==> src/logic/tcdm_pkg.sv <==
// TCDM subsystem package
// Default widths and sizes of the single-initiator word-interleaved TCDM,
// plus the vector types that carry those widths outside the design
package tcdm_pkg;

  // Byte address width seen by the initiator
  localparam int unsigned DEFAULT_AW = 32;

  // Data word width; one byte enable per byte of the word
  localparam int unsigned DEFAULT_DW = 32;

  // Width of the request user tag, echoed back through r_user
  localparam int unsigned DEFAULT_UW = 8;

  // Number of interleaved banks and words held by each one
  localparam int unsigned DEFAULT_N_BANKS    = 4;
  localparam int unsigned DEFAULT_BANK_DEPTH = 64;

  // Byte address of a request
  typedef logic [DEFAULT_AW-1:0] tcdm_addr_t;

  // One data word, for write data and read data alike
  typedef logic [DEFAULT_DW-1:0] tcdm_data_t;

  // Byte enables, bit n covers bits 8n+7 down to 8n of the word
  typedef logic [DEFAULT_DW/8-1:0] tcdm_be_t;

  // User tag carried by a request
  typedef logic [DEFAULT_UW-1:0] tcdm_user_t;

endpackage

==> src/logic/tcdm_sram_bank.sv <==
// Single-port SRAM bank
// Byte-masked writes, and read data registered one cycle after the request.
// The word array has no reset
`timescale 1ns/1ps

module tcdm_sram_bank import tcdm_pkg::*; #(
  parameter  int unsigned DW         = DEFAULT_DW,          // Word width
  parameter  int unsigned BANK_DEPTH = DEFAULT_BANK_DEPTH,  // Words in the bank
  localparam int unsigned BW         = DW / 8,
  localparam int unsigned ROW_W      = (BANK_DEPTH > 1) ? $clog2(BANK_DEPTH) : 1
) (
  input  logic             clk_i,
  input  logic             req,    // Access strobe from the decoder
  input  logic             we,     // High for a write
  input  logic [ROW_W-1:0] row,    // Word within this bank
  input  logic [BW-1:0]    be,     // Byte enables of a write
  input  logic [DW-1:0]    wdata,
  output logic [DW-1:0]    rdata   // Holds the last word read
);

  logic [DW-1:0] mem [BANK_DEPTH];

  // Write port, each enabled byte lane updates on its own
  always_ff @(posedge clk_i) begin
    if (req && we) begin
      for (int unsigned b = 0; b < BW; b++) begin
        if (be[b]) begin
          mem[row][8*b +: 8] <= wdata[8*b +: 8];
        end
      end
    end
  end

  // Read port
  always_ff @(posedge clk_i) begin
    if (req && !we) begin
      rdata <= mem[row];           // Stays put until the next read
    end
  end

endmodule

==> config.mk <==
export PLATFORM = sky130hd
export DESIGN_NAME = tcdm_sram_bank
export DESIGN_NICKNAME = d
export VERILOG_FILES = /design/src/logic/tcdm_pkg.sv /design/src/logic/tcdm_sram_bank.sv
export SDC_FILE = /design/constraint.sdc
export NUM_CORES = 2
export LEC_CHECK = 0
export BUFFER_PORTS_ARGS = -buffer_cell sky130_fd_sc_hd__buf_2
export CAP_MARGIN = 20
export CORE_MARGIN = 3
export CORE_UTILIZATION = 48
export DETAILED_ROUTE_END_ITERATION = 10
export MAX_ROUTING_LAYER = met4
export PLACE_DENSITY = 0.63
export SLEW_MARGIN = 20
export SYNTH_ARGS = -nofsm -noshare
export SYNTH_HDL_FRONTEND = slang
export SYNTH_SLANG_ARGS = --single-unit
==> constraint.sdc <==
create_clock -name clk_i -period 5.55 [get_ports clk_i]
set_input_delay 1.11 -clock clk_i [delete_from_list [all_inputs] [get_ports clk_i]]
set_output_delay 1.11 -clock clk_i [all_outputs]
set_load 0.005 [all_outputs]
* Word level (Yosys, flattened, before mapping) *
Memory sizes are Yosys's and may differ from the RTL's. A register that Yosys moved wholly into a read port is not among the register bits.
Index checks and enable logic that the tools add are counted.

operators by class
  add/sub/neg operators = 0
  multipliers = 0
  div/mod/pow operators = 0
  order comparisons = 0
  equality and inequality tests = 0
  shifts and indexed selects = 0
  multiplexer cells = 12
  bitwise operators = 0
  reductions and logical operators = 3

operators with widths
  operator           number
  1-bit 2-to-1 mux   12
  1-bit logical AND  2
  1-bit logical NOT  1

storage, ports and cells
  bits in registers = 0
  latch bits = 0
  bits in writable memories = 2,048
  bits in read-only memories = 0
  output and inout port bits = 32
  word-level logic and storage cells = 16
  memories kept = 1

memory list
  name  depth  width  read ports  clocked after Yosys merged registers in  wr ports  line                  source
  mem   64     32     1           1                                        1         tcdm_sram_bank.sv:21  logic [DW-1:0] mem [BANK_DEPTH];

* Longest topological paths before layout *
  depth in word-level cells = 3
  gate-level depth with buffers = 10
  depth with buffers taken out = 6

* Worst setup path before layout *
OpenSTA, ideal clock, no wires.

  path type = input -> register
  from = input req
  to = register rdata[0] (read register of mem), enable pin
  arrival = 2.747 ns
  required time = 5.125 ns
  setup slack = 2.379 ns
  stages = 2
  cells stage by stage = clkbuf_1 > nor2b_1

on the way
  cells in the longest elaborated chain, start to end = 1

RTL lines
  element             line                  source
  start: declaration  tcdm_sram_bank.sv:13  input logic req,
  1-bit logical AND   tcdm_sram_bank.sv:36  if (req && !we) begin
  end: declaration    tcdm_sram_bank.sv:18  output logic [DW-1:0] rdata

Every way passes these cells.

==> results.tsv <==
stage	metric	value	unit
run_status	run_status	complete, no violations	
logic_synthesis	async_flop_share	0	%
global_route	grt_pass1_vias	45270	
timing	skew	0.0340	ns
timing	period_needed	4.16	ns
power	swShare	22.5	%
timing	tightest_slew	1.20	ns
final_layout	drive_gt1_share	15.4	%
logic_synthesis	synth_edf_count	2080	
timing	setup_viol	0	
setup_path	reg2reg_depth	5	
route	postRouteWirelength	253000	um
setup_path	critPathBufInv	4	
worst_hold_path	hold_path_class	flop to flop	
power	peakVddDrop	314	uV
power	switchingPower	7.28	mW
logic_synthesis	synth_top_area_share	78.3	%
route	ant_nets	0	
placed_design	port-buffer-count	76	
worst_hold_path	whs_path_depth	3	
logic_synthesis	syn_area	79700	um2
timing	fin_crit_sh	74.9	%
floorplan	die_w	414	um
floorplan	die_y	414	um
logic_synthesis	ys_types	46	
route	drc	0	
power	clkPwrFrac	41.0	%
setup_path	r2r-start	mem[12][15]	
final_layout	final_nets	4855	
logic_synthesis	ys_ff_latch	2080	
job	cap_violations	0	
floorplan	die-area	171000	um2
floorplan	rows	148	
floorplan	core-area	164000	um2
worst_hold_path	whs_endpoint	rdata[1]	
clocking	cts_root_buf	clkbuf_16	
setup_path	crit_chain	buf_2 -> buf_4 -> nor3b_2 -> buf_4 -> nand2_1 -> buf_4 -> o22ai_1 -> nor4_1 -> o21ai_0 -> nand4b_1	
clocking	cts_buffers	202	
setup_path	critPathMaxStageDelay	0.60	ns
global_route	grt_usage	30.3	%
setup_path	cp_slowest_cell	o21ai_0	
logic_synthesis	synth_fp_nets	4679	
timing	hold_violations	0	
route	vias_per_cell	6.68	
global_route	grt_max_degree	106	
logic_synthesis	synth_top_cell_by_area	edfxtp_1	
power	p_comb_share	5.4	%
setup_path	start_kind	input port	
worst_hold_path	hp-start	mem[53][1]	
clocking	path_clk_slew	0.07	ns
placed_design	dp_slack	0.640	ns
global_route	grt-ovfl-total	0	
setup_path	crit_top_cell	buf_4	
power	power_density	360	nW/um2
setup_path	r2r_end	rdata[15]	
clocking	cts_resized	0	
floorplan	io_pins	77	
setup_path	r2r_setup_slack	2.91	ns
logic_synthesis	ys_seq_area_share	78.3	%
clocking	insertion_delay	0.85	ns
clocking	clockBufferDepth	3	
logic_synthesis	yosysWarnings	0	
setup_path	critPathRequiredTime	6.14	ns
placed_design	hpwl	160000	um
clocking	cts_tree	yes	
final_layout	seq_area	62500	um2
global_route	antenna_found_initial	32	
logic_synthesis	ys_top_cells_by_count	2080 x edfxtp_1, 402 x nor2_1, 348 x a22oi_1	
setup_path	cp-end-kind	flop	
logic_synthesis	synth_ff_type	edfxtp_1	
setup_path	crit_family	buffers and inverters	
logic_synthesis	synth_most_common_cell	edfxtp_1	
placed_design	gp_congestion	0.980	
power	intPower	25.1	mW
logic_synthesis	synthTopCellsByArea	edfxtp_1 78%, a22oi_1 3.3%, mux2i_1 2.6%	
timing	fmaxAchievable	0.241	GHz
power	power_leakage	28.2	nW
timing	rsz0062_at_grt	false	
route	post_drt_wl_per_cell	35.2	um
setup_path	cp_max_fo	23	
clocking	cts_hold_buffers	0	
global_route	grt_pass1_wl	352000	um
floorplan	start_util	48.7	%
power	sequentialPowerShare	53.6	%
logic_synthesis	syn_area_per_cell	17.2	um2
setup_path	setup.worst_path.class	input port to flop	
logic_synthesis	syn_inst	4634	
timing	setup_tns	0	ns
setup_path	arrival	4.74	ns
route	first_pass_iters	8	
final_layout	syn_to_final_growth	12.8	%
clocking	post_cts.repair.setup_buffers	0	
clocking	clock-sinks	2080	
route	drtIter0Drc	8081	
timing	setup_ws	1.39	ns
route	vias	47978	
final_layout	multi_input_area	15900	um2
final_layout	nFillCells	12735	
timing	finalMaxSlewViolations	0	
clocking	h-tree-depth	4	
timing	slew_headroom	19.1	%
## metal layers
layer	part of all wire [%]	global-route usage (%)	vias to the layer above
met1	37	40.5	24550
li1	-	-	19426
met4	4.7	13.5	0
met2	44	43.0	3408
met3	13	9.16	594
met5	0	-	-
## worst max-delay path by stage
stage | cells past startpoint | from | endpoint | slack, ns
detailed placement | 8 | row[3] | rdata[5] | 0.64
global placement | 8 | row[3] | rdata[5] | 0.73
floorplan | 2 | req | rdata[0] | 2.38
CTS | 8 | row[3] | rdata[5] | 1.52
global route | 10 | row[3] | rdata[15] | 1.42
finish | 10 | row[3] | rdata[15] | 1.39
## area by class of cell
type / instances / share of cell area (%)
Clock inverter: 117 / 1.16
Sequential cell: 2080 / 69.4
Multi-Input combinational cell: 2199 / 17.6
Timing Repair Buffer: 325 / 2.76
Antenna cell: 27 / 0.0751
Inverter: 2 / 0.0167
Tap cell: 2175 / 3.03
Clock buffer: 252 / 5.88
## per-stage QoR
stage	instances	util [%]	instance area, um2	hold slack (ns)	total power [mW]
after floorplan	4634	-	79700	0.645	18.5
after global placement	6777	50.9	83500	0.710	19.4
after detailed placement	6780	51.0	83500	0.707	19.4
after CTS	7149	54.8	89900	0.701	32.5
after global routing	7173	54.9	89900	0.714	33.2
final	7177	54.9	89900	0.727	32.4
## kinds of logic (layout without fill, tap and decap cells)
logic type	after synthesis	in the layout	synth area share, %
AOI/OAI and AO/OA	1162	1162	10.8
buffers and inverters	355	696	1.95
DFF	2080	2080	78.3
muxes	348	348	5.26
other	0	27	0
and+or+nand+nor	689	689	3.70
## placed cells by master, fill, tap and decap left out, types with 27 or more instances in the layout
| cell type | synthesis | layout |
|---|---|---|
| edfxtp_1 | 2080 | 2080 |
| nor2_1 | 402 | 394 |
| a22oi_1 | 348 | 348 |
| a221oi_1 | 234 | 234 |
| buf_4 | 19 | 234 |
| mux2i_1 | 210 | 210 |
| clkbuf_16 | 0 | 204 |
| o22ai_1 | 166 | 166 |
| nand2_1 | 122 | 122 |
| a21oi_1 | 104 | 104 |
| mux2_2 | 90 | 90 |
| o21ai_0 | 72 | 72 |
| buf_2 | 104 | 72 |
| nor3_1 | 67 | 64 |
| clkinv_1 | 0 | 56 |
| mux4_2 | 48 | 48 |
| clkbuf_1 | 184 | 48 |
| a211oi_1 | 44 | 44 |
| a22o_1 | 44 | 44 |
| o221ai_1 | 34 | 34 |
| nor4_1 | 28 | 28 |
| clkinv_2 | 0 | 28 |
| diode_2 | 0 | 27 |
## registers in the layout (all words and copies together) (netlist names)
register,count
rdata,32
mem,2048
## power groups by stage
stage	Combinational [mW]	Clock (mW)	Sequential, mW
6_report	1.75	13.3	17.4
4_1_cts	1.71	13.4	17.4
3_5_place_dp	1.70	0	17.7
5_1_grt	1.81	14.0	17.4
2_1_floorplan	0.819	0	17.7
3_3_place_gp	1.68	0	17.7
## worst min-delay path, delay by kind of cell, from the launching register on
family | cells | cell delay (ns)
AO/OA/AOI/OAI | 2 | 0.17
AND/OR/NAND/NOR | 1 | 0.13
flip-flops | 1 | 0.32
Power figures use the tool's default switching activity.
