==> src/logic/tcdm_pkg.sv <==
// TCDM subsystem package
// Default widths and sizes of the single-initiator word-interleaved TCDM,
// plus the vector types that carry those widths outside the design
package tcdm_pkg;

  // Byte address width seen by the initiator
  localparam int unsigned DEFAULT_AW = 32;

  // Data word width; one byte enable per byte of the word
  localparam int unsigned DEFAULT_DW = 32;

  // Width of the request user tag, echoed back through r_user
  localparam int unsigned DEFAULT_UW = 8;

  // Number of interleaved banks and words held by each one
  localparam int unsigned DEFAULT_N_BANKS    = 4;
  localparam int unsigned DEFAULT_BANK_DEPTH = 64;

  // Byte address of a request
  typedef logic [DEFAULT_AW-1:0] tcdm_addr_t;

  // One data word, for write data and read data alike
  typedef logic [DEFAULT_DW-1:0] tcdm_data_t;

  // Byte enables, bit n covers bits 8n+7 down to 8n of the word
  typedef logic [DEFAULT_DW/8-1:0] tcdm_be_t;

  // User tag carried by a request
  typedef logic [DEFAULT_UW-1:0] tcdm_user_t;

endpackage

==> src/logic/tcdm_if.sv <==
// TCDM request/response interface
// Request side is driven by the initiator, response side by the target.
// A request is accepted when req and gnt are both high, and its response
// shows up with r_valid one cycle later
`timescale 1ns/1ps

interface tcdm_if import tcdm_pkg::*; #(
  parameter int unsigned AW = DEFAULT_AW,  // Byte address width
  parameter int unsigned DW = DEFAULT_DW,  // Data width
  parameter int unsigned UW = DEFAULT_UW   // User tag width
) ();

  // Request channel
  logic          req;     // Request strobe
  logic [AW-1:0] add;     // Byte address, word aligned
  logic          wen;     // High for a read, low for a write
  logic [DW/8-1:0] be;    // Byte enables of a write
  logic [DW-1:0] data;    // Write data
  logic [UW-1:0] user;    // Request tag

  // Response channel
  logic          gnt;     // Grant, the request is taken this cycle
  logic          r_valid; // Response strobe, one cycle after the grant
  logic [DW-1:0] r_data;  // Read data, zero for writes and errors
  logic          r_opc;   // High when the access failed
  logic [UW-1:0] r_user;  // Response tag

  // The initiator owns the request, the target answers it
  modport initiator (
    output req, add, wen, be, data, user,
    input  gnt, r_valid, r_data, r_opc, r_user
  );

  modport target (
    input  req, add, wen, be, data, user,
    output gnt, r_valid, r_data, r_opc, r_user
  );

endinterface

==> src/logic/tcdm_r_user_filter.sv <==
// TCDM response-user filter
// Passes request and response through untouched, except that the user tag
// is kept locally. Downstream sees a zero user, and the initiator gets the
// registered tag of the last accepted request back as r_user
`timescale 1ns/1ps

module tcdm_r_user_filter import tcdm_pkg::*; #(
  parameter int unsigned UW = DEFAULT_UW  // User tag width
) (
  input  logic      clk_i,
  input  logic      rst_ni,
  input  logic      clear,   // Zeroes the stored tag, wins over a load
  input  logic      enable,  // Allows accepted requests to load their tag
  tcdm_if.target    up,      // Towards the initiator
  tcdm_if.initiator dn       // Towards the bank decoder
);

  logic [UW-1:0] user_q;  // Tag of the last accepted request with enable high
  logic          accept;  // Request handshake completes this cycle

  assign accept = up.req & dn.gnt;

  // Request side goes straight through
  assign dn.req  = up.req;
  assign dn.add  = up.add;
  assign dn.wen  = up.wen;
  assign dn.be   = up.be;
  assign dn.data = up.data;
  assign dn.user = '0;           // Tag stays here and never reaches the banks

  // Response side is returned as is, apart from the tag
  assign up.gnt     = dn.gnt;
  assign up.r_valid = dn.r_valid;
  assign up.r_data  = dn.r_data;
  assign up.r_opc   = dn.r_opc;
  assign up.r_user  = user_q;

  // Tag register, loaded at the accepting edge
  always_ff @(posedge clk_i or negedge rst_ni) begin
    if (!rst_ni) begin
      user_q <= '0;
    end else if (clear) begin
      user_q <= '0;                // Clear takes priority over a load
    end else if (enable && accept) begin
      user_q <= up.user;
    end
  end

endmodule

==> src/flat_wrapper.sv <==
// flat-port wrapper written by rule: the top's interface ports become plain ports
module tcdm_r_user_filter_flat import tcdm_pkg::*;
#(
  parameter int unsigned UW = DEFAULT_UW                   
)
  (clk_i, rst_ni, clear, enable, up_req, up_add, up_wen, up_be, up_data, up_user, up_gnt, up_r_valid, up_r_data, up_r_opc, up_r_user, dn_req, dn_add, dn_wen, dn_be, dn_data, dn_user, dn_gnt, dn_r_valid, dn_r_data, dn_r_opc, dn_r_user);
  tcdm_if #(.UW(UW)) up_i ();
  tcdm_if #(.UW(UW)) dn_i ();
  input  logic clk_i;
  input  logic rst_ni;
  input  logic clear;
  input  logic enable;
  input wire logic [$bits(up_i.req)-1:0] up_req;
  input wire logic [$bits(up_i.add)-1:0] up_add;
  input wire logic [$bits(up_i.wen)-1:0] up_wen;
  input wire logic [$bits(up_i.be)-1:0] up_be;
  input wire logic [$bits(up_i.data)-1:0] up_data;
  input wire logic [$bits(up_i.user)-1:0] up_user;
  output wire logic [$bits(up_i.gnt)-1:0] up_gnt;
  output wire logic [$bits(up_i.r_valid)-1:0] up_r_valid;
  output wire logic [$bits(up_i.r_data)-1:0] up_r_data;
  output wire logic [$bits(up_i.r_opc)-1:0] up_r_opc;
  output wire logic [$bits(up_i.r_user)-1:0] up_r_user;
  output wire logic [$bits(dn_i.req)-1:0] dn_req;
  output wire logic [$bits(dn_i.add)-1:0] dn_add;
  output wire logic [$bits(dn_i.wen)-1:0] dn_wen;
  output wire logic [$bits(dn_i.be)-1:0] dn_be;
  output wire logic [$bits(dn_i.data)-1:0] dn_data;
  output wire logic [$bits(dn_i.user)-1:0] dn_user;
  input wire logic [$bits(dn_i.gnt)-1:0] dn_gnt;
  input wire logic [$bits(dn_i.r_valid)-1:0] dn_r_valid;
  input wire logic [$bits(dn_i.r_data)-1:0] dn_r_data;
  input wire logic [$bits(dn_i.r_opc)-1:0] dn_r_opc;
  input wire logic [$bits(dn_i.r_user)-1:0] dn_r_user;
  assign up_i.req = up_req;
  assign up_i.add = up_add;
  assign up_i.wen = up_wen;
  assign up_i.be = up_be;
  assign up_i.data = up_data;
  assign up_i.user = up_user;
  assign up_gnt = up_i.gnt;
  assign up_r_valid = up_i.r_valid;
  assign up_r_data = up_i.r_data;
  assign up_r_opc = up_i.r_opc;
  assign up_r_user = up_i.r_user;
  assign dn_req = dn_i.req;
  assign dn_add = dn_i.add;
  assign dn_wen = dn_i.wen;
  assign dn_be = dn_i.be;
  assign dn_data = dn_i.data;
  assign dn_user = dn_i.user;
  assign dn_i.gnt = dn_gnt;
  assign dn_i.r_valid = dn_r_valid;
  assign dn_i.r_data = dn_r_data;
  assign dn_i.r_opc = dn_r_opc;
  assign dn_i.r_user = dn_r_user;
  tcdm_r_user_filter #(.UW(UW)) u_core (.clk_i(clk_i), .rst_ni(rst_ni), .clear(clear), .enable(enable), .up(up_i), .dn(dn_i));
endmodule
==> config.mk <==
export PLATFORM = sky130hd
export DESIGN_NAME = tcdm_r_user_filter_flat
export DESIGN_NICKNAME = d
export VERILOG_FILES = /design/src/logic/tcdm_pkg.sv /design/src/logic/tcdm_if.sv /design/src/logic/tcdm_r_user_filter.sv /design/src/flat_wrapper.sv
export SDC_FILE = /design/constraint.sdc
export NUM_CORES = 1
export LEC_CHECK = 0
export BUFFER_PORTS_ARGS = -buffer_cell sky130_fd_sc_hd__buf_2
export CAP_MARGIN = 20
export CORE_AREA = 2 2 94 96
export CTS_CLUSTER_SIZE = 28
export DETAILED_ROUTE_END_ITERATION = 10
export DIE_AREA = 0 0 96 98
export GPL_ROUTABILITY_DRIVEN = 1
export REMOVE_ABC_BUFFERS = 1
export SYNTH_ARGS = -nofsm -noshare
export SYNTH_HDL_FRONTEND = slang
export SYNTH_SLANG_ARGS = --single-unit
==> constraint.sdc <==
create_clock -name clk_i -period 0.8 [get_ports clk_i]
set_input_delay 0.08 -clock clk_i [delete_from_list [all_inputs] [get_ports clk_i]]
set_output_delay 0.08 -clock clk_i [all_outputs]
set_load 0.02 [all_outputs]
======== Yosys cells after proc, flatten, opt, wreduce, memory -nomap -nowiden ========
Cells that the tools add are included.
cells by class
  bitwise logic cells ..................... 1
  reductions and logical operators ........ 2
  muxes and demuxes ....................... 2
operator list
  operator             count
  $mux W8              2
  $reduce_bool A2 Y1   1
  $and A1 B1 Y1        1
  $logic_and A1 B1 Y1  1
word-level totals
  output and inout bits ................... 121
  word-level logic and storage cells ...... 6
  register bits ........................... 8
  bits of input ports ..................... 125

======== Logic depth before layout (Yosys ltp) ========
Gate-level depths: netlist (run 1).
  word-level depth ........................ 4
  depth in mapped cells ................... 3
  mapped depth without buffers ............ 2

======== Worst setup path before layout (run 1) ========
OpenSTA, ideal clock, no wires.
  kind .................................... reg2reg
  start ................................... register u_core.up.r_user[0] (netlist name)
  end ..................................... register u_core.user_q[0] (netlist: u_core.up.r_user[0])
  cell stages (with the launch flop) ...... 3
  data arrival time ....................... 0.577 ns
  clock period less this slack ............ 0.701 ns
  required time ........................... 0.677 ns
  path buffers ............................ 0
  setup slack ............................. 0.099 ns
  library setup time ...................... 0.123 ns
  path through ............................ dfrtp_1 -> nand2b_1 -> mux2i_1
RTL lines
  element                 line                      RTL
  end signal: assignment  tcdm_r_user_filter.sv:45  user_q <= up.user;
  end: declaration        tcdm_r_user_filter.sv:18  logic [UW-1:0] user_q;

======== Final worst setup path (run 1) ========
  start ................................... register u_core.user_q[6] (netlist: u_core.up.r_user[6])
  end ..................................... output up_r_user[6]
RTL lines
  element           line                RTL
  end: declaration  flat_wrapper.sv:23  output wire logic [$bits(up_i.r_user)-1:0] up_r_user;
No word-level cell between the ends.

==> impl_results.md, run 1 <==
* Number of global-route vias before repair at 616
* Leakage power at 0.338 nW
* Die W at 96 um
* Deepest clock path buffer count at 2
* Number of flip-flops in the largest register at 8
* Peak Freq at 1.19 GHz
* Synth warn at 0
* Layout Utilization at 0.0931
* Syn_area_per_cell at 8.46 um2
* RSZ-0062 raised after global routing: yes
* Row count at 34
* Critical path endpoint category: output port
* Failing checks: setup timing
* PD cells at 1430 nW/um2
* Clk sinks at 8
* Total GRT Usage at 0.285
* Core ar. at 8470 um2
* Post-layout nets at 197
* Initial antenna violation count at 1
* Final Hold Fails at 0
* Via density at 3.76
* Share of cells above drive strength 1 at 0.414
* Area Growth Syn to Fin at -37.4%
* Minimum clock period at 0.839 ns
* Dpl ws at -0.0114 ns
* Slowest-stage cell, CP: dfrtp_1
* Slew Viols, Final at 0
* CP required at 0.72 ns
* Clk Tree Root Cell: clkbuf_8
* Clock skew at 0 ns
* Post-Syn Instances at 149
* Setup-failing EPs final at 8
* Status: complete, but fails checks
* Die Footprint at 9410 um2
* Routability cong. at 1.24
* CTS buffer count at 3
* Clock transition at the registers of the reported paths at 0.04 ns
* Top delay family on crit path: flip-flops
* Die H at 98 um
* Most common cell after layout, fill and taps aside: nand2b_1
* Crit path DAT at 0.76 ns
* Pin count of the biggest net entering global routing at 17
* Max Cap Violations at 0
* Post-synthesis cell area at 1260 um2
* # port buffers at 23
* CP bufs+invs at 1
* Peak supply drop at 0.594 mV
* TritonRoute pass-1 iters at 4
* Diode count at 0
* Wire per inst at 77.2 um
* Hold WC Path Type: input pin to register
* H-tree depth at 1
* TritonCTS clock tree: built
* R2R setup slack at 0.03 ns
* CP Launch Type: register
* CP max stage delay at 0.39 ns
* Final hold slack at 0.108 ns
* Final worst path period share at 1.05
* Iteration-0 DRC Markers at 19
* Vias post-DR at 669
* DRC viols at 0
* FF+latch count, synth at 8
* Post-route ant nets at 0
* Clock Latency Late Sink at 0.23 ns
* Setup CP Type: register to output port
* Netlist cell types at 8
* Final Total Pwr at 1.13 mW
* I/O pin count at 246
* CP cell instances: buf_6
* Gr ovfl total at 0
* Sequential element share of the synthesized area at 0.159
* Crit path max fanout at 2
* Starting Density at 0.149
* Final WS setup at -0.0392 ns
* Commonest cells after routing, fill and taps aside: 16 x nand2b_1, 15 x buf_2
* WL final at 13.7 mm
* First-pass GRT wire length at 15.1 mm
-- power by group --
| group | internal, mW | leakage (nW) | switching (mW) | total, mW |
|---|---|---|---|---|
| combinational | 0.0882 | 0.206 | 0.114 | 0.203 |
| sequential | 0.420 | 0.110 | 0.0108 | 0.430 |
| clock | 0.327 | 0.0216 | 0.168 | 0.495 |
-- synthesized netlist by cell type --
cell	count	share of area
mux2i_1	8	0.064
conb_1	1	0.0030
dfrtp_1	8	0.16
nand2b_1	16	0.079
and3_4	1	0.0089
clkbuf_2	1	0.0040
buf_4	113	0.67
buf_6	1	0.0089
-- through the flow --
step                      area, um2  TNS [ns]  instances
after detailed placement        672   -0.0114        172
after global placement          672         0        172
after floorplan                 422         0         41
after global routing            788    -0.490        178
after CTS                       781    -0.335        177
final                           788    -0.275        178
-- final timing paths --
check                                     from                  end  depth (start not counted)
setup / recovery           u_core.up.r_user[6]         up_r_user[6]                          1
hold / removal                      up_user[1]  u_core.up.r_user[1]                          3
setup reg to reg           u_core.up.r_user[7]  u_core.up.r_user[7]                          3
hold reg to reg            u_core.up.r_user[1]  u_core.up.r_user[1]                          2
max in group asynchronous               rst_ni  u_core.up.r_user[3]                          2
min in group asynchronous               rst_ni  u_core.up.r_user[2]                          2
-- cell families after synthesis --
family | count (synthesis) | synth area share
buffers and inverters | 115 | 0.686
AND/OR/NAND/NOR | 17 | 0.0884
multiplexers | 8 | 0.0636
flip-flops | 8 | 0.159
other | 1 | 0.00298
-- layout make-up --
cell class	count	area, um2
multi-input combinational	33	221
timing repair buffer	26	190
sequential	8	200
fill	982	7680
clock buffer	3	41.3
tap	108	135
-- metal layers --
metal	vias up	part of all wire	GRT usage
met1	225	0.050	0.0356
li1	177	-	-
met5	-	0.0078	0.122
met3	30	0.35	0.477
met2	231	0.53	0.520
met4	6	0.063	0.144
-- what timing repair did --
item,4_1_cts,5_1_grt
cloned,0,0
endpoints found under the setup margin,8,8
hold buffers,1,0
resized for setup,16,0
buffers inserted,1,1
hold endpoints to repair,8,0
Note: power is estimated with default switching activity, not from simulation.
==> run 2, diff against run 1 <==
--- a/config.mk
+++ b/config.mk
@@ -13,6 +13,7 @@
 export DIE_AREA = 0 0 96 98
 export GPL_ROUTABILITY_DRIVEN = 1
 export REMOVE_ABC_BUFFERS = 1
+export SLEW_MARGIN = 5
 export SYNTH_ARGS = -nofsm -noshare
 export SYNTH_HDL_FRONTEND = slang
 export SYNTH_SLANG_ARGS = --single-unit
==> constraint.sdc (replaced) <==
create_clock -name clk_i -period 0.85 [get_ports clk_i]
set_input_delay 0.085 -clock clk_i [delete_from_list [all_inputs] [get_ports clk_i]]
set_output_delay 0.085 -clock clk_i [all_outputs]
set_load 0.02 [all_outputs]
==> impl_results.md, run 2 (synthesis gave the netlist of run 1 again) <==
* Critical Path End: up_r_user[0]
* Most common cell after layout, fill and taps aside: nand2b_1
* CP required at 0.76 ns (+0.04 ns)
* Crit path DAT at 0.76 ns (about the same)
* Peak Freq at 1.18 GHz
* Clock skew at 0 ns (unchanged)
* I/O pin count at 246 (unchanged)
* Max Cap Violations at 0 (unchanged)
* Final WS setup at 0.000195 ns (+0.0394 ns)
* CTS buffer count at 3 (unchanged)
* Final hold slack at 0.114 ns (+0.00576 ns)
* Gr ovfl total at 0 (unchanged)
* Dpl ws at 0.0372 ns (+0.0485 ns)
* Clock share of power at 0.443 (+0.004)
* Area Growth Syn to Fin at -37.4% (unchanged)
* Number of global-route vias before repair at 619 (+0.49%)
* Die W at 96 um (unchanged)
* Reg2reg path depth at 3 (unchanged)
* Total GRT Usage at 0.287 (+0.00219)
* Number of flip-flops in the largest register at 8 (unchanged)
* Fin area at 788 um2 (unchanged)
* Post-DP HPWL at 13.4 mm
* Minimum clock period at 0.850 ns
* WL final at 13.8 mm (+0.67%)
* Int Pwr at 0.786 mW (-5.8%)
* TritonRoute pass-1 iters at 3 (-1)
* Diode count at 0 (unchanged)
* Flop pwr share at 0.380 (-0.002)
* Sw Pwr at 0.281 mW (-4.3%)
* First-pass GRT wire length at 15.1 mm (about the same)
* Setup CP Type: register to output port
* RSZ-0062 raised after global routing: yes
* Commonest cells after routing, fill and taps aside: 16 x nand2b_1, 15 x buf_2
* H-tree depth at 1 (unchanged)
* Reg-to-reg startpoint: u_core.up.r_user[4]
* Post-layout nets at 197 (unchanged)
* DRC viols at 0 (unchanged)
* Initial antenna violation count at 1 (unchanged)
* Gate power share at 0.177 (-0.002)
* Setup TNS at 0 ns (+0.275 ns)
* WP depth at 1 (unchanged)
* Via density at 3.89 (+3.6%)
* Starting Density at 0.149 (unchanged)
* Critical path endpoint category: output port
* Share of cells above drive strength 1 at 0.414 (unchanged)
* Top delay family on crit path: flip-flops
* Vias post-DR at 693 (+3.6%)
* Slew Viols, Final at 0 (unchanged)
* CP cell instances: buf_6
* R2R setup slack at 0.09 ns (+0.06 ns)
* Worst Setup SP: u_core.up.r_user[0]
* Clock Latency Late Sink at 0.23 ns (about the same)
* Row count at 34 (unchanged)
* CP Launch Type: register
* Setup-failing EPs final at 0 (-8)
* Deepest clock path buffer count at 2 (unchanged)
* FF-to-FF End: u_core.up.r_user[4]
* CP bufs+invs at 1 (unchanged)
* Crit path max fanout at 2 (unchanged)
* TritonCTS clock tree: built
* Clock transition at the registers of the reported paths at 0.05 ns (about the same)
* CP max stage delay at 0.39 ns (about the same)
* Clk Tree Root Cell: clkbuf_8
* Die Footprint at 9410 um2 (unchanged)
* Routability cong. at 1.24 (unchanged)
* Hold WC Path Type: input pin to register
* Clk sinks at 8 (unchanged)
* Switching Share at 0.263 (+0.00318)
* Core ar. at 8470 um2 (unchanged)
* Peak supply drop at 0.332 mV (-44%)
* Iteration-0 DRC Markers at 23 (+4)
* Final Hold Fails at 0 (unchanged)
* Wire per inst at 77.7 um (+0.67%)
* Leakage power at 0.338 nW (unchanged)
* Cell Area, Placed at 672 um2 (unchanged)
* # port buffers at 23 (unchanged)
* Slowest-stage cell, CP: dfrtp_1
* PD cells at 1350 nW/um2 (-5.4%)
* Post-route ant nets at 0 (unchanged)
* Final worst path period share at 1.00
* Pin count of the biggest net entering global routing at 17 (unchanged)
* Die H at 98 um (unchanged)
* Status: finished, final reports clean
[run 2: per-stage QoR]
step / total power, mW / util / instances
after floorplan: 0.495 / - / 41
after global placement: 0.574 / 0.0794 / 172
after detailed placement: 0.576 / 0.0794 / 172
after CTS: 1.09 / 0.0922 / 177
after global routing: 1.11 / 0.0931 / 178
final: 1.07 / 0.0931 / 178
[run 2: worst min-delay path by stage]
| stage | endpoint | startpoint | slack, ns | cells past startpoint |
|---|---|---|---|---|
| after floorplan | u_core.up.r_user[0] | rst_ni | -0.21 | 0 |
| after global placement | u_core.up.r_user[2] | rst_ni | -0.05 | 1 |
| after detailed placement | u_core.up.r_user[5] | rst_ni | -0.05 | 1 |
| after CTS | u_core.up.r_user[5] | up_user[5] | 0.11 | 3 |
| after global routing | u_core.up.r_user[7] | up_user[7] | 0.14 | 3 |
| final | u_core.up.r_user[2] | up_user[2] | 0.11 | 3 |
[run 2: metal layers]
metal	global-route usage	share of wire	wire length [um]
met1	0.0520	0.061	846
met4	0.0945	0.036	500
met2	0.547	0.55	7660
met3	0.463	0.35	4820
met5	0.0778	0.00094	13
[run 2: area by class of cell]
class | instances | area (um2)
fillers | 981 | 7680
multi-input cells | 33 | 221
clock buffers | 3 | 41.3
repair buffers | 26 | 190
well taps | 108 | 135
flip-flops and latches | 8 | 200
[run 2: power by group through the flow]
stage               clock [mW]  sequential [mW]  combinational (mW)
floorplan                    0            0.423              0.0725
global placement             0            0.407               0.167
detailed placement           0            0.407               0.169
CTS                      0.492            0.405               0.190
global route             0.498            0.407               0.209
finish                   0.473            0.405               0.189
[run 2: what timing repair did]
action | in CTS | in global routing
gates cloned | 0 | 0
endpoints found under the setup margin | 8 | 8
pin swaps | 0 | 0
hold endpoints to repair | 8 | 0
gates resized for setup | 16 | 0
hold buffers | 1 | 0
buffers inserted | 1 | 1
