--- src/logic/tcdm_pkg.sv ---
// TCDM subsystem package
// Default widths and sizes of the single-initiator word-interleaved TCDM,
// plus the vector types that carry those widths outside the design
package tcdm_pkg;

  // Byte address width seen by the initiator
  localparam int unsigned DEFAULT_AW = 32;

  // Data word width; one byte enable per byte of the word
  localparam int unsigned DEFAULT_DW = 32;

  // Width of the request user tag, echoed back through r_user
  localparam int unsigned DEFAULT_UW = 8;

  // Number of interleaved banks and words held by each one
  localparam int unsigned DEFAULT_N_BANKS    = 4;
  localparam int unsigned DEFAULT_BANK_DEPTH = 64;

  // Byte address of a request
  typedef logic [DEFAULT_AW-1:0] tcdm_addr_t;

  // One data word, for write data and read data alike
  typedef logic [DEFAULT_DW-1:0] tcdm_data_t;

  // Byte enables, bit n covers bits 8n+7 down to 8n of the word
  typedef logic [DEFAULT_DW/8-1:0] tcdm_be_t;

  // User tag carried by a request
  typedef logic [DEFAULT_UW-1:0] tcdm_user_t;

endpackage

--- src/logic/tcdm_if.sv ---
// TCDM request/response interface
// Request side is driven by the initiator, response side by the target.
// A request is accepted when req and gnt are both high, and its response
// shows up with r_valid one cycle later
`timescale 1ns/1ps

interface tcdm_if import tcdm_pkg::*; #(
  parameter int unsigned AW = DEFAULT_AW,  // Byte address width
  parameter int unsigned DW = DEFAULT_DW,  // Data width
  parameter int unsigned UW = DEFAULT_UW   // User tag width
) ();

  // Request channel
  logic          req;     // Request strobe
  logic [AW-1:0] add;     // Byte address, word aligned
  logic          wen;     // High for a read, low for a write
  logic [DW/8-1:0] be;    // Byte enables of a write
  logic [DW-1:0] data;    // Write data
  logic [UW-1:0] user;    // Request tag

  // Response channel
  logic          gnt;     // Grant, the request is taken this cycle
  logic          r_valid; // Response strobe, one cycle after the grant
  logic [DW-1:0] r_data;  // Read data, zero for writes and errors
  logic          r_opc;   // High when the access failed
  logic [UW-1:0] r_user;  // Response tag

  // The initiator owns the request, the target answers it
  modport initiator (
    output req, add, wen, be, data, user,
    input  gnt, r_valid, r_data, r_opc, r_user
  );

  modport target (
    input  req, add, wen, be, data, user,
    output gnt, r_valid, r_data, r_opc, r_user
  );

endinterface

--- src/logic/tcdm_bank_decode.sv ---
// TCDM bank decoder
// Splits the byte address into a bank index and a row, with consecutive
// words in consecutive banks. Out-of-range addresses reach no bank and come
// back with r_opc set. The response is assembled one cycle after the grant
`timescale 1ns/1ps

module tcdm_bank_decode import tcdm_pkg::*; #(
  parameter  int unsigned AW         = DEFAULT_AW,
  parameter  int unsigned DW         = DEFAULT_DW,
  parameter  int unsigned UW         = DEFAULT_UW,
  parameter  int unsigned N_BANKS    = DEFAULT_N_BANKS,
  parameter  int unsigned BANK_DEPTH = DEFAULT_BANK_DEPTH,
  localparam int unsigned BW         = DW / 8,
  localparam int unsigned ROW_W      = (BANK_DEPTH > 1) ? $clog2(BANK_DEPTH) : 1
) (
  input  logic               clk_i,
  input  logic               rst_ni,
  tcdm_if.target             up,                    // Filtered request stream
  output logic [N_BANKS-1:0] bank_req,              // One request line per bank
  output logic [N_BANKS-1:0] bank_we,               // Write strobe per bank
  output logic [ROW_W-1:0]   bank_row   [N_BANKS],  // Word row inside the bank
  output logic [BW-1:0]      bank_be    [N_BANKS],
  output logic [DW-1:0]      bank_wdata [N_BANKS],
  input  logic [DW-1:0]      bank_rdata [N_BANKS]   // Registered read data
);

  localparam int unsigned OFFS    = $clog2(BW);          // Byte offset bits
  localparam int unsigned WIDX_W  = AW - OFFS;           // Word index width
  localparam int unsigned BANK_W  = (N_BANKS > 1) ? $clog2(N_BANKS) : 1;
  localparam int unsigned N_WORDS = N_BANKS * BANK_DEPTH;

  typedef logic [BANK_W-1:0] bank_idx_t;
  typedef logic [ROW_W-1:0]  row_t;

  logic [WIDX_W-1:0] word_idx;   // Byte address with the offset dropped
  bank_idx_t         bank_idx;   // Bank addressed by the current request
  row_t              row;
  logic              oor;        // Word index beyond the last bank row
  logic              accept;

  // Response state, one entry for the access in flight
  logic      r_valid_q;
  logic      rd_q;               // The accepted access was a read
  logic      oor_q;
  bank_idx_t bank_q;

  assign word_idx = up.add[AW-1:OFFS];
  assign bank_idx = bank_idx_t'(word_idx % N_BANKS);  // Low-order interleaving
  assign row      = row_t'(word_idx / N_BANKS);
  assign oor      = (word_idx >= N_WORDS);

  // Banks are never busy, so every request is granted at once
  assign up.gnt = up.req;
  assign accept = up.req & up.gnt;

  // Only the addressed bank sees req, the rest of the request is shared
  always_comb begin
    for (int unsigned i = 0; i < N_BANKS; i++) begin
      bank_req[i]   = up.req && !oor && (bank_idx == bank_idx_t'(i));
      bank_we[i]    = !up.wen;     // wen is high for reads
      bank_row[i]   = row;
      bank_be[i]    = up.be;
      bank_wdata[i] = up.data;
    end
  end

  always_ff @(posedge clk_i or negedge rst_ni) begin
    if (!rst_ni) begin
      r_valid_q <= 1'b0;
      rd_q      <= 1'b0;
      oor_q     <= 1'b0;
      bank_q    <= '0;
    end else begin
      r_valid_q <= accept;         // Exactly one response per accepted request
      if (accept) begin
        rd_q   <= up.wen;
        oor_q  <= oor;
        bank_q <= bank_idx;        // Selects the read mux in the next cycle
      end
    end
  end

  // Response, read data only for in-range reads
  assign up.r_valid = r_valid_q;
  assign up.r_opc   = r_valid_q & oor_q;
  assign up.r_data  = (r_valid_q && rd_q && !oor_q) ? bank_rdata[bank_q] : '0;
  assign up.r_user  = {UW{1'b0}};  // The filter supplies the real tag

endmodule

--- src/flat_wrapper.sv ---
// flat-port wrapper written by rule: the top's interface ports become plain ports
module tcdm_bank_decode_flat import tcdm_pkg::*;
#(
  parameter  int unsigned AW         = DEFAULT_AW,
  parameter  int unsigned DW         = DEFAULT_DW,
  parameter  int unsigned UW         = DEFAULT_UW,
  parameter  int unsigned N_BANKS    = DEFAULT_N_BANKS,
  parameter  int unsigned BANK_DEPTH = DEFAULT_BANK_DEPTH,
  localparam int unsigned BW         = DW / 8,
  localparam int unsigned ROW_W      = (BANK_DEPTH > 1) ? $clog2(BANK_DEPTH) : 1
)
  (clk_i, rst_ni, bank_req, bank_we, bank_row, bank_be, bank_wdata, bank_rdata, up_req, up_add, up_wen, up_be, up_data, up_user, up_gnt, up_r_valid, up_r_data, up_r_opc, up_r_user);
  tcdm_if #(.AW(AW), .DW(DW), .UW(UW)) up_i ();
  input  logic clk_i;
  input  logic rst_ni;
  output logic [N_BANKS-1:0] bank_req;
  output logic [N_BANKS-1:0] bank_we;
  output logic [ROW_W-1:0] bank_row[N_BANKS];
  output logic [BW-1:0] bank_be[N_BANKS];
  output logic [DW-1:0] bank_wdata[N_BANKS];
  input  logic [DW-1:0] bank_rdata[N_BANKS];
  input wire logic [$bits(up_i.req)-1:0] up_req;
  input wire logic [$bits(up_i.add)-1:0] up_add;
  input wire logic [$bits(up_i.wen)-1:0] up_wen;
  input wire logic [$bits(up_i.be)-1:0] up_be;
  input wire logic [$bits(up_i.data)-1:0] up_data;
  input wire logic [$bits(up_i.user)-1:0] up_user;
  output wire logic [$bits(up_i.gnt)-1:0] up_gnt;
  output wire logic [$bits(up_i.r_valid)-1:0] up_r_valid;
  output wire logic [$bits(up_i.r_data)-1:0] up_r_data;
  output wire logic [$bits(up_i.r_opc)-1:0] up_r_opc;
  output wire logic [$bits(up_i.r_user)-1:0] up_r_user;
  assign up_i.req = up_req;
  assign up_i.add = up_add;
  assign up_i.wen = up_wen;
  assign up_i.be = up_be;
  assign up_i.data = up_data;
  assign up_i.user = up_user;
  assign up_gnt = up_i.gnt;
  assign up_r_valid = up_i.r_valid;
  assign up_r_data = up_i.r_data;
  assign up_r_opc = up_i.r_opc;
  assign up_r_user = up_i.r_user;
  tcdm_bank_decode #(.AW(AW), .DW(DW), .UW(UW), .N_BANKS(N_BANKS), .BANK_DEPTH(BANK_DEPTH)) u_core (.clk_i(clk_i), .rst_ni(rst_ni), .up(up_i), .bank_req(bank_req), .bank_we(bank_we), .bank_row(bank_row), .bank_be(bank_be), .bank_wdata(bank_wdata), .bank_rdata(bank_rdata));
endmodule
--- config.mk ---
export PLATFORM = sky130hd
export DESIGN_NAME = tcdm_bank_decode_flat
export DESIGN_NICKNAME = d
export VERILOG_FILES = /design/src/logic/tcdm_pkg.sv /design/src/logic/tcdm_if.sv /design/src/logic/tcdm_bank_decode.sv /design/src/flat_wrapper.sv
export SDC_FILE = /design/constraint.sdc
export NUM_CORES = 1
export LEC_CHECK = 0
export BUFFER_PORTS_ARGS = -buffer_cell sky130_fd_sc_hd__buf_2
export CAP_MARGIN = 20
export CORE_AREA = 2 2 165 167
export DETAILED_ROUTE_END_ITERATION = 16
export DIE_AREA = 0 0 167 169
export GPL_TIMING_DRIVEN = 0
export PLACE_DENSITY = 0.37
export SYNTH_ARGS = -nofsm -noshare
export SYNTH_HDL_FRONTEND = slang
export SYNTH_SLANG_ARGS = --single-unit
--- constraint.sdc ---
create_clock -name clk_i -period 1.9 [get_ports clk_i]
set_input_delay 0.285 -clock clk_i [delete_from_list [all_inputs] [get_ports clk_i]]
set_output_delay 0.285 -clock clk_i [all_outputs]
set_load 0.1 [all_outputs]
### After elaboration in Yosys (flattened, before gate mapping)

Cells that the tools add are included.

| word-level totals | value |
|---|---|
| register bits | 5 |
| bits in latches | 0 |
| memory bits (writable) | 0 |
| ROM bits | 0 |
| input port bits | 208 |
| output and inout port bits | 219 |
| memories | 0 |

| operators by class | value |
|---|---|
| $add $sub $neg | 0 |
| multiply operators | 0 |
| divide/modulo/power cells | 0 |
| order comparisons | 2 |
| eq/ne operators | 3 |
| shift-type cells | 0 |
| multiplexer cells | 4 |
| bitwise logic cells | 2 |
| reductions and logical operators | 11 |

Operator list:

| kind | number |
|---|---|
| 32-bit two-way mux | 3 |
| 32-bit binary-select mux with 2-bit select | 1 |
| 30-bit by 9-bit greater-or-equal comparator with 1-bit output (second input constant) | 1 |
| 1-bit logical AND | 7 |
| 2-bit == test (second input constant) | 2 |
| 3-bit greater-or-equal comparator (second input constant) | 1 |
| 1-bit logical NOT | 3 |
| 2-bit NOT with 3-bit output | 1 |
| 2-bit by 1-bit == test with 1-bit output (second input constant) | 1 |
| 2-bit logical NOT | 1 |
| 1-bit AND | 1 |

### Longest topological paths before layout

Gate-level depths: netlist (run 1).

| logic depth | value |
|---|---|
| depth in word-level cells | 5 |
| mapped depth | 4 |
| mapped depth without buffers | 3 |

### Least setup slack after synthesis (run 1)

OpenSTA, ideal clock, no wires.

| path | value |
|---|---|
| path kind | in2out |
| from | in up_add[30] |
| to | out bank_req[2] |
| data arrival time | 3.906 ns |
| data required time | 1.615 ns |
| setup slack | -2.291 ns |
| stages | 3 |
| path buffers | 0 |
| path through | nor4_1 > nand4_1 > nor4b_1 |

| between the ends | value |
|---|---|
| longest elaborated chain between the ends | 4 |

RTL lines:

| what | RTL line | source |
|---|---|---|
| start: declaration | flat_wrapper.sv:23 | `input wire logic [$bits(up_i.add)-1:0] up_add;` |
| 30-bit by 9-bit greater-or-equal comparator with 1-bit output | tcdm_bank_decode.sv:50 | `assign oor = (word_idx >= N_WORDS);` |
| 1-bit logical NOT | tcdm_bank_decode.sv:59 | `bank_req[i] = up.req && !oor && (bank_idx == bank_idx_t'(i));` |
| 1-bit logical AND (2 in a row) | tcdm_bank_decode.sv:59 |  |
| end: declaration | flat_wrapper.sv:16 | `output logic [N_BANKS-1:0] bank_req;` |

No other way between the ends.

### Final worst setup path (run 1)

| path | value |
|---|---|
| from | reg u_core.bank_q[0] |
| to | out up_r_data[17] |

| between the ends | value |
|---|---|
| longest elaborated chain between the ends | 5 |

RTL lines:

| what | RTL line | source |
|---|---|---|
| start: declaration | tcdm_bank_decode.sv:45 | `bank_idx_t bank_q;` |
| start signal: assignment | tcdm_bank_decode.sv:78 | `bank_q <= bank_idx;` |
| 2-bit NOT with 3-bit output (not written as such) | tcdm_bank_decode.sv:86 | `assign up.r_data = (r_valid_q && rd_q && !oor_q) ? bank_rdata[bank_q] : '0;` |
| 32-bit binary-select mux with 2-bit select | tcdm_bank_decode.sv:86 |  |
| 32-bit two-way mux (not written as such) (2 in a row) | tcdm_bank_decode.sv:86 |  |
| 32-bit two-way mux | tcdm_bank_decode.sv:86 |  |
| end: declaration | flat_wrapper.sv:30 | `output wire logic [$bits(up_i.r_data)-1:0] up_r_data;` |

No other way between the ends. The select of a mux whose other input is x is not followed.

==> metrics.txt, run 1 <==
register area share after synthesis=4.77%; clk_lat worst skew=220 ps; WL final=11300 um; cell chain of the critical path=buf_6 -> buf_12 -> mux4_2 -> nor2b_4 -> buf_12; GR Overflow Total=0; nets=874; Worst path max stage delay=520 ps; crit start category=flip-flop; maximum clock frequency=499 MHz; fraction of registers with async set/reset=100%; final RePlAce weighted congestion=0.683; total power=3.02 mW; sw frac=61.9%; TritonCTS clock tree=built; number of global-route vias before repair=3030; antenna violations before repair=0; TritonCTS buffer count=3; maximum clock path buffer count=2; first-pass GRT wire length=15900 um; CP Max Fanout=10; internal power=1.15 mW; Setup WS post-layout=-103 ps; Max IR drop VDD=0.000276 V; Yosys cell types=19; post-route cell area=5950 sq um; WHS=242 ps; Max-Cap Viols=0; Final period util=105%; # DRC=0; Clock Skew=0 ps; status=complete, but fails checks; Clk network pwr share=11.3%; HP Class=input port to flip-flop; area of the core=26500 sq um; gr usage total=6.99%; fin util=22.5%; root buf cell=clkbuf_16; Max Slew Vio Count=0; failing checks=setup timing; Mapped Cells=282; Placed Instances=996; post-synthesis cell area=2630 sq um; Port Buffers=366; drt pass-1 iters=4; DP Worst Slack=-414 ps; count of final setup violators=32; Synth area leaders=buf_4, mux4_2, nor2b_1, dfrtp_1, buf_6; CP required=1620 ps; final std cells w/o fill=1006; clock slew at reported path FFs=30 ps; Die Area=28200 sq um; synthesis-to-layout area growth=127%; starting DRC count in detailed routing=62; commonest cells in the netlist=buf_4, mux4_2, nor2b_1, nor4_1, dfrtp_1; die height=169 um; Post-synth EDFFs=0; vias per cell=3.14; io pins=427; crit path DAT=1720 ps; Top cell by count, worst path=buf_12; WL per Instance=11.2 um; Tmin final=2000 ps; largest net degree at the start of global routing=11; Fin Setup TNS=-2240 ps; top-count cell post-synth=buf_4; total number of vias=3163; Yosys top cell by area=buf_4; RSZ-0062 raised after global routing=true; slowest cell on the critical path=mux4_2; Die Wd=167 um; Primary FF master, synth=dfrtp_1; critical path class=flip-flop to output port; crit path capture type=output port; Logic pwr share=84.5%; leakage power=3.15 nW; Pwr Density=507 nW/um^2; share of cells above drive strength 1=96.5%; row cnt=60; Worst Path Buf+Inv=3; clk sinks=5; Detail Route Antenna Nets=0; Ys Warns=0; detailed placement HPWL=10100 um; CP delay by family, top=multiplexers; share of the synthesized area in the top cell type=51.5%; endpoints failing hold=0; Seq pwr share=4.2%; post-synthesis average cell area=9.31 sq um; CTS H-Tree Depth=1; Synth Register Bits=5; initial core utilization=9.91%; placed cell areas=5270 sq um; Net Switching=1.87 mW; diode count=0
## final cells by class
type	instances	area [sq um]
Multi-Input combinational cell	91	1430
Clock buffer	4	78.8
Fill cell	2891	20500
Timing Repair Buffer	373	2400
Buffer	190	1480
Tap cell	341	427
Sequential cell	5	130
Inverter	2	7.51
## path summary, 6_finish.rpt
| kind | start | endpoint | slack, ps | cells past startpoint |
|---|---|---|---|---|
| min in group asynchronous | rst_ni | u_core.rd_q | 460 | 2 |
| worst max-delay path | u_core.bank_q[0] | up_r_data[17] | -100 | 5 |
| worst max register to register | u_core.bank_q[1] | u_core.bank_q[1] | 780 | 2 |
| worst min register to register | u_core.rd_q | u_core.rd_q | 530 | 1 |
| max in group asynchronous | rst_ni | u_core.up.r_valid | 1280 | 2 |
| worst min-delay path | up_req | u_core.up.r_valid | 240 | 1 |
## layer usage
layer	vias to the layer above	track usage, %	wire length, um
li1	1534	-	-
met1	1434	7.10	3750
met2	191	14.7	6530
met3	4	1.33	911
met4	0	1.12	97
met5	-	0	0
## cell families after synthesis
| family | count (synthesis) | synth area share (%) |
|---|---|---|
| mux | 35 | 28.7 |
| buf+inv | 193 | 54.6 |
| compound gates | 1 | 0.334 |
| flops | 5 | 4.77 |
| other cells | 1 | 0.143 |
| simple gates | 47 | 11.4 |
## state kept, by name, indices dropped and copies added (netlist names)
register / cells
u_core.bank_q: 2
u_core.oor_q: 1
u_core.rd_q: 1
u_core.up.r_valid: 1
## power groups by stage
stage | registers, mW | logic, mW | clock network (mW)
after detailed placement | 0.121 | 2.53 | 0
after floorplan | 0.127 | 2.15 | 0
final | 0.126 | 2.55 | 0.342
after CTS | 0.127 | 2.55 | 0.348
after global routing | 0.127 | 2.63 | 0.362
after global placement | 0.121 | 2.54 | 0
## what timing repair did
item,in CTS,in global routing
pin swaps,0,4
setup buffers,5,1
hold buffers,1,0
endpoints found under the setup margin,36,36
gates resized for setup,119,29
hold endpoints to repair,5,0
gates cloned,0,0
## cells in the final DEF (no fill, tap or decap), types with 3 or more instances in the layout
master,count
clkbuf_16,3
nor4_4,4
nor2b_4,32
buf_4,189
buf_6,6
mux4_2,32
conb_1,8
buf_12,34
mux2_2,3
dfrtp_1,3
clkbuf_8,3
buf_2,329
Power figures use the tool's default switching activity.
==> run 2, diff against run 1 <==
- clock period: 1.9 -> 2 ns (I/O delays scaled with it)
==> run 2 against run 1 <==
Against the previous run:
- non-clock buffer count down 2
- design area down 1.1%
- global-route usage down 0.18 points
- the run still ends with setup timing left
==> metrics.txt, run 2 (same netlist as run 1, synthesis figures left out) <==
nets=872 (-0.23%); GR Overflow Total=0 (unchanged); area of the core=26500 sq um (unchanged); TritonCTS clock tree=built; Pwr Density=485 nW/um^2 (-4.4%); Setup WS post-layout=-13.5 ps (+89.8 ps); CTS H-Tree Depth=1 (unchanged); Top cell by count, worst path=buf_12; WHS=287 ps (+44.5 ps); clock slew at reported path FFs=30 ps (about the same); WL final=11100 um (-1.7%); Hold Crit Start=up_req; largest net degree at the start of global routing=11 (unchanged); area occupied by registers=130 sq um (unchanged); crit path capture type=output port; crit path launch=u_core.bank_q[0]; met1 Track Usage GR=7.02% (-0.081 points); initial core utilization=9.91% (unchanged); slowest cell on the critical path=mux4_2; Worst path max stage delay=520 ps (about the same); cell chain of the critical path=buf_6 -> buf_12 -> mux4_2 -> nor2b_4 -> buf_12; crit path DAT=1710 ps (about the same); antenna violations before repair=0 (unchanged); WL per Instance=11.1 um (-1.5%); Max IR drop VDD=0.000258 V (-6.3%); clk sinks=5 (unchanged); number of global-route vias before repair=2957 (-2.4%); Max Slew Vio Count=0 (unchanged); die height=169 um (unchanged); gr busiest metal=met2; Fillers=2919 (+0.97%); CP Max Fanout=10 (unchanged); reg2reg end=u_core.bank_q[1]; crit start category=flip-flop; CP required=1700 ps (+80 ps); row cnt=60 (unchanged); endpoints failing hold=0 (unchanged); max reg flops=2 (unchanged); RR Startpoint=u_core.bank_q[1]; total number of vias=3116 (-1.5%); flop2flop setup slack=880 ps (+100 ps); placed cell areas=5240 sq um (-0.55%); maximum clock path buffer count=2 (unchanged); CP delay by family, top=multiplexers; TritonCTS buffer count=3 (unchanged); diode count=0 (unchanged); first-pass GRT wire length=15500 um (-2.6%); grt met3 use=1.40% (+0.070 points); gr usage total=6.81% (-0.18 points); count of final setup violators=1 (-97%); vias per cell=3.10 (-1.3%); RSZ-0062 raised after global routing=true; worst-case reg-to-reg path depth=2 (unchanged); Hold Path Stages=1 (unchanged); Clock Skew=0 ps (unchanged); synthesis-to-layout area growth=124%; HP Class=input port to flip-flop; most common cell after layout, fill and taps aside=buf_2; post-route cell area=5890 sq um (-1.1%); Worst Path Buf+Inv=3 (unchanged); Final period util=101%; maximum clock frequency=497 MHz; Max-Cap Viols=0 (unchanged); final RePlAce weighted congestion=0.690 (+1.1%); starting DRC count in detailed routing=42 (-32%); Die Wd=167 um (unchanged); critical path class=flip-flop to output port; Tmin final=2010 ps; area of the multi-input gates=1410 sq um (-1.5%); total power=2.85 mW (-5.5%); status=complete, but fails checks; share of cells above drive strength 1=96.4% (-0.16 points); io pins=427 (unchanged); # DRC=0 (unchanged); Most flops, register=u_core.bank_q; DP Worst Slack=-301 ps (+112 ps); most frequent cells in the layout=buf_2, buf_4, buf_12; fin util=22.2% (-0.26 points); drt pass-1 iters=4 (unchanged); Detail Route Antenna Nets=0 (unchanged); Port Buffers=366 (unchanged); Worst Hold End=u_core.up.r_valid; detailed placement HPWL=9990 um (-1.6%); root buf cell=clkbuf_16; grt met2 use=14.0% (-0.64 points); failing checks=setup timing; leakage power=3.11 nW (-1.1%); clk_lat worst skew=220 ps (about the same); Die Area=28200 sq um (unchanged)
==> run 2: cell count changes in the layout (fill, tap and decap cells not counted), moves of 2 or more <==
| cell | delta |
|---|---|
| buf_2 | +2 |
| buf_6 | -5 |
| nor2b_2 | +2 |
| nor2b_4 | -2 |
==> run 2: layer usage <==
metal | vias to the layer above | part of all wire (%)
met5 | - | 0
met4 | 0 | 1.0
met3 | 8 | 9.3
met2 | 203 | 57
met1 | 1377 | 33
li1 | 1528 | -
==> run 2: power breakdown <==
group	internal (mW)	switching (mW)	leakage [nW]
sequential	0.110	0.00877	0.0536
clock	0.264	0.0608	0.0382
combinational	0.708	1.70	3.02
==> run 2: how the worst max path moves through the flow <==
| stage | to | slack [ps] | depth (start not counted) |
|---|---|---|---|
| floorplan | bank_req[2] | -420 | 3 |
| global placement | bank_req[0] | -300 | 5 |
| detailed placement | bank_req[0] | -300 | 5 |
| CTS | up_r_data[11] | -40 | 5 |
| global route | up_r_data[11] | -90 | 5 |
| finish | up_r_data[11] | -10 | 5 |
==> run 2: metrics by stage <==
stage          cells  setup TNS (ps)
5_1_grt         1004           -2050
3_3_place_gp     996           -5270
4_1_cts         1004            -518
6_report        1004           -13.5
3_5_place_dp     996           -6060
2_1_floorplan    289           -1280
==> run 2: final cells by class <==
type                    instances  share of cell area, %
well taps                     341                   7.25
repair buffers                371                   39.9
clock buffers                   4                   1.34
inverters                       2                  0.128
flip-flops and latches          5                   2.21
multi-input cells              91                   23.9
plain buffers                 190                   25.2
==> run 2: repair_timing <==
action | 4_1_cts | 5_1_grt
endpoints found under the hold margin | 5 | 0
setup buffers | 4 | 0
resized for setup | 136 | 6
hold buffers | 1 | 0
setup endpoints to repair | 36 | 33
==> run 3, diff against run 2 <==
- ABC_AREA: not set -> 1
- CORE_AREA: 2 2 165 167 -> 2 2 167 169
- DIE_AREA: 0 0 167 169 -> 0 0 169 171
- GPL_TIMING_DRIVEN: 0 -> not set
==> run 3 against run 2 <==
Against the previous run:
- the run now ends clean
- sequential cell count unchanged
- total power decreased by 59%
- combinational power decreased by 70%
- synthesized cell count increased by 70%
- synthesized area increased by 8.6%
- count of clock-buffer cells in the layout unchanged
- critical path depth decreased by 1
- sequential power about the same
- design area decreased by 34%
- routed wire length decreased by 4.2%
- clock power about the same
- critical endpoint unchanged
==> metrics.txt, run 3 <==
TritonCTS clock tree=built; WL final=10600 um (-4.2%); Tmin final=1930 ps (-83.5 ps); CTS H-Tree Depth=1 (unchanged); critical path class=flip-flop to output port; initial core utilization=10.4% (+0.53 points); GR Overflow Total=0 (unchanged); clock slew at reported path FFs=30 ps (about the same); max reg flops=2 (unchanged); simple-gate share of the synthesized area=21.9% (+10 points); endpoints failing hold=0 (unchanged); Pwr Density=301 nW/um^2 (-38%); detailed placement HPWL=8420 um (-16%); post-CTS setup buffer count=0 (-4); area of the core=27300 sq um (+3.1%); RR Startpoint=u_core.bank_q[0]; Hold Path Stages=1 (unchanged); crit path capture type=output port; row cnt=61 (+1.7%); # DRC=0 (unchanged); Slew HR=57.3%; placed cell areas=3760 sq um (-28%); HP Class=input port to flip-flop; commonest cells in the netlist=buf_4, nor2_1, o21ai_1, a21oi_1, o21ai_0; final RePlAce weighted congestion=0.666 (-3.5%); total number of vias=2746 (-12%); largest family of logic cells by synthesized area=buffers and inverters; maximum clock path buffer count=2 (unchanged); leakage power=1.59 nW (-49%); Mapped Cells=480 (+70%); antenna violations before repair=1 (+1); Port Buffers=198 (-46%); drt pass-1 iters=3 (-1); clk sinks=5 (unchanged); Final period util=96.5% (-4.2 points); CP required=1700 ps (about the same); mux share of post-synthesis cell area=0% (-29 points); worst-case reg-to-reg path depth=3 (+1); Synth Register Bits=5 (unchanged); Max-Cap Viols=0 (unchanged); share of the synthesized area in the top cell type=48.2% (-3.3 points); Max IR drop VDD=0.000185 V (-28%); Max Slew Vio Count=0 (unchanged); count of final setup violators=0 (-1); Worst-Margin Slew=641 ps; WL per Instance=12.6 um (+14%); post-synthesis average cell area=5.94 sq um (-36%); crit path DAT=1630 ps (-80 ps); vias per cell=3.26 (+5.0%); Die Wd=169 um (+1.2%); starting DRC count in detailed routing=63 (+50%); flop2flop setup slack=1020 ps (+140 ps); top-count cell post-synth=buf_4; post-synthesis cell area=2850 sq um (+8.6%); Primary FF master, synth=dfrtp_1; number of global-route vias before repair=2658 (-10%); gr usage total=6.69% (-0.12 points); most common cell after layout, fill and taps aside=buf_2; diode count=0 (unchanged); crit start category=flip-flop; register area share after synthesis=4.39% (-0.38 points); Post-synth EDFFs=0 (unchanged); status=finished clean; Synth area leaders=buf_4, nor2_1, o21ai_1, a21oi_1, dfrtp_1; reg2reg end=u_core.bank_q[0]; RSZ-0062 raised after global routing=true; post-route cell area=3870 sq um (-34%); first-pass GRT wire length=14900 um (-3.9%); Placed Instances=838 (-16%); Ys Warns=0 (unchanged); Yosys cell types=18 (-1); largest net degree at the start of global routing=44 (+33); most frequent cells in the layout=buf_2, nor2_1, o21ai_1; nets=706 (-19%); TritonCTS buffer count=3 (unchanged); share of cells above drive strength 1=50.3% (-46 points); Detail Route Antenna Nets=0 (unchanged); Clock Skew=0 ps (unchanged); Die Area=28900 sq um (+2.4%); post-synthesis compound-gate area fraction=17.4% (+17 points); fraction of registers with async set/reset=100% (unchanged); io pins=427 (unchanged); CP Max Fanout=21 (+11); final std cells w/o fill=843 (-16%); root buf cell=clkbuf_16; XOR/XNOR Fraction of Synth Area=0% (unchanged); die height=171 um (+1.2%); maximum clock frequency=518 MHz (+4.3%); synthesis-to-layout area growth=35.6%; Hold Crit Start=up_req; Most flops, register=u_core.bank_q; adder and majority gate portion of the synthesized area=0% (unchanged); clk_lat worst skew=220 ps (about the same); Worst Hold End=u_core.up.r_valid; Yosys top cell by area=buf_4
-- run 3: cells by family (layout without fill, tap and decap cells) --
group           Yosys count  after routing
compound gates           99             99
buf+inv                 211            221
flops                     5              5
other cells               1              8
simple gates            164            164
-- run 3: critical path, stage by stage (launching register included) --
cell and delay, ps:
dfrtp_4 460, nand3b_1 110, buf_4 520, a21oi_4 70, buf_12 200
-- run 3: per-stage QoR --
stage | power [mW] | setup WS (ps) | setup TNS, ps | util [%] | hold slack (ps)
after floorplan | 2.23 | -242 | -3120 | - | 4.41
after global placement | 0.854 | 196 | 0 | 13.8 | 124
after detailed placement | 0.857 | 196 | 0 | 13.8 | 125
after CTS | 1.19 | 24.9 | 0 | 14.1 | 307
after global routing | 1.26 | -8.61 | -8.61 | 14.2 | 322
final | 1.17 | 70.0 | 0 | 14.2 | 301
-- run 3: repair_timing --
item | in CTS | in global routing
hold endpoints to repair | 5 | 0
pin swaps | 0 | 1
endpoints found under the setup margin | 2 | 2
hold buffers | 1 | 0
gates resized for setup | 3 | 3
-- run 3: area by class of cell --
cell class	count	area (sq um)
clock buffers	4	78.8
repair buffers	210	1690
multi-input cells	271	1510
flip-flops and latches	5	131
well taps	346	433
fillers	3200	23500
inverters	7	26.3
-- run 3: worst max path at each step --
stage / from / end / slack (ps)
after floorplan: up_add[19] / bank_req[0] / -240
after global placement: u_core.bank_q[0] / up_r_data[30] / 200
after detailed placement: u_core.bank_q[0] / up_r_data[30] / 200
after CTS: u_core.bank_q[0] / up_r_data[30] / 20
after global routing: u_core.bank_q[0] / up_r_data[11] / -9
final: u_core.up.r_valid / up_r_data[11] / 70
-- run 3: where the power goes --
| group | switching [mW] | total (mW) | leakage [nW] | internal [mW] |
|---|---|---|---|---|
| Combinational | 0.475 | 0.725 | 1.49 | 0.250 |
| Clock | 0.0591 | 0.323 | 0.0382 | 0.264 |
| Sequential | 0.00732 | 0.117 | 0.0527 | 0.110 |
| Total | 0.542 | 1.17 | 1.59 | 0.623 |
-- run 3: per-layer routing --
metal | up-vias | global-route usage [%] | routed length, um
li1 | 1357 | - | -
met1 | 1155 | 7.48 | 4170
met2 | 182 | 11.5 | 4810
met3 | 50 | 2.08 | 1150
met4 | 2 | 3.46 | 488
met5 | - | 0 | 13
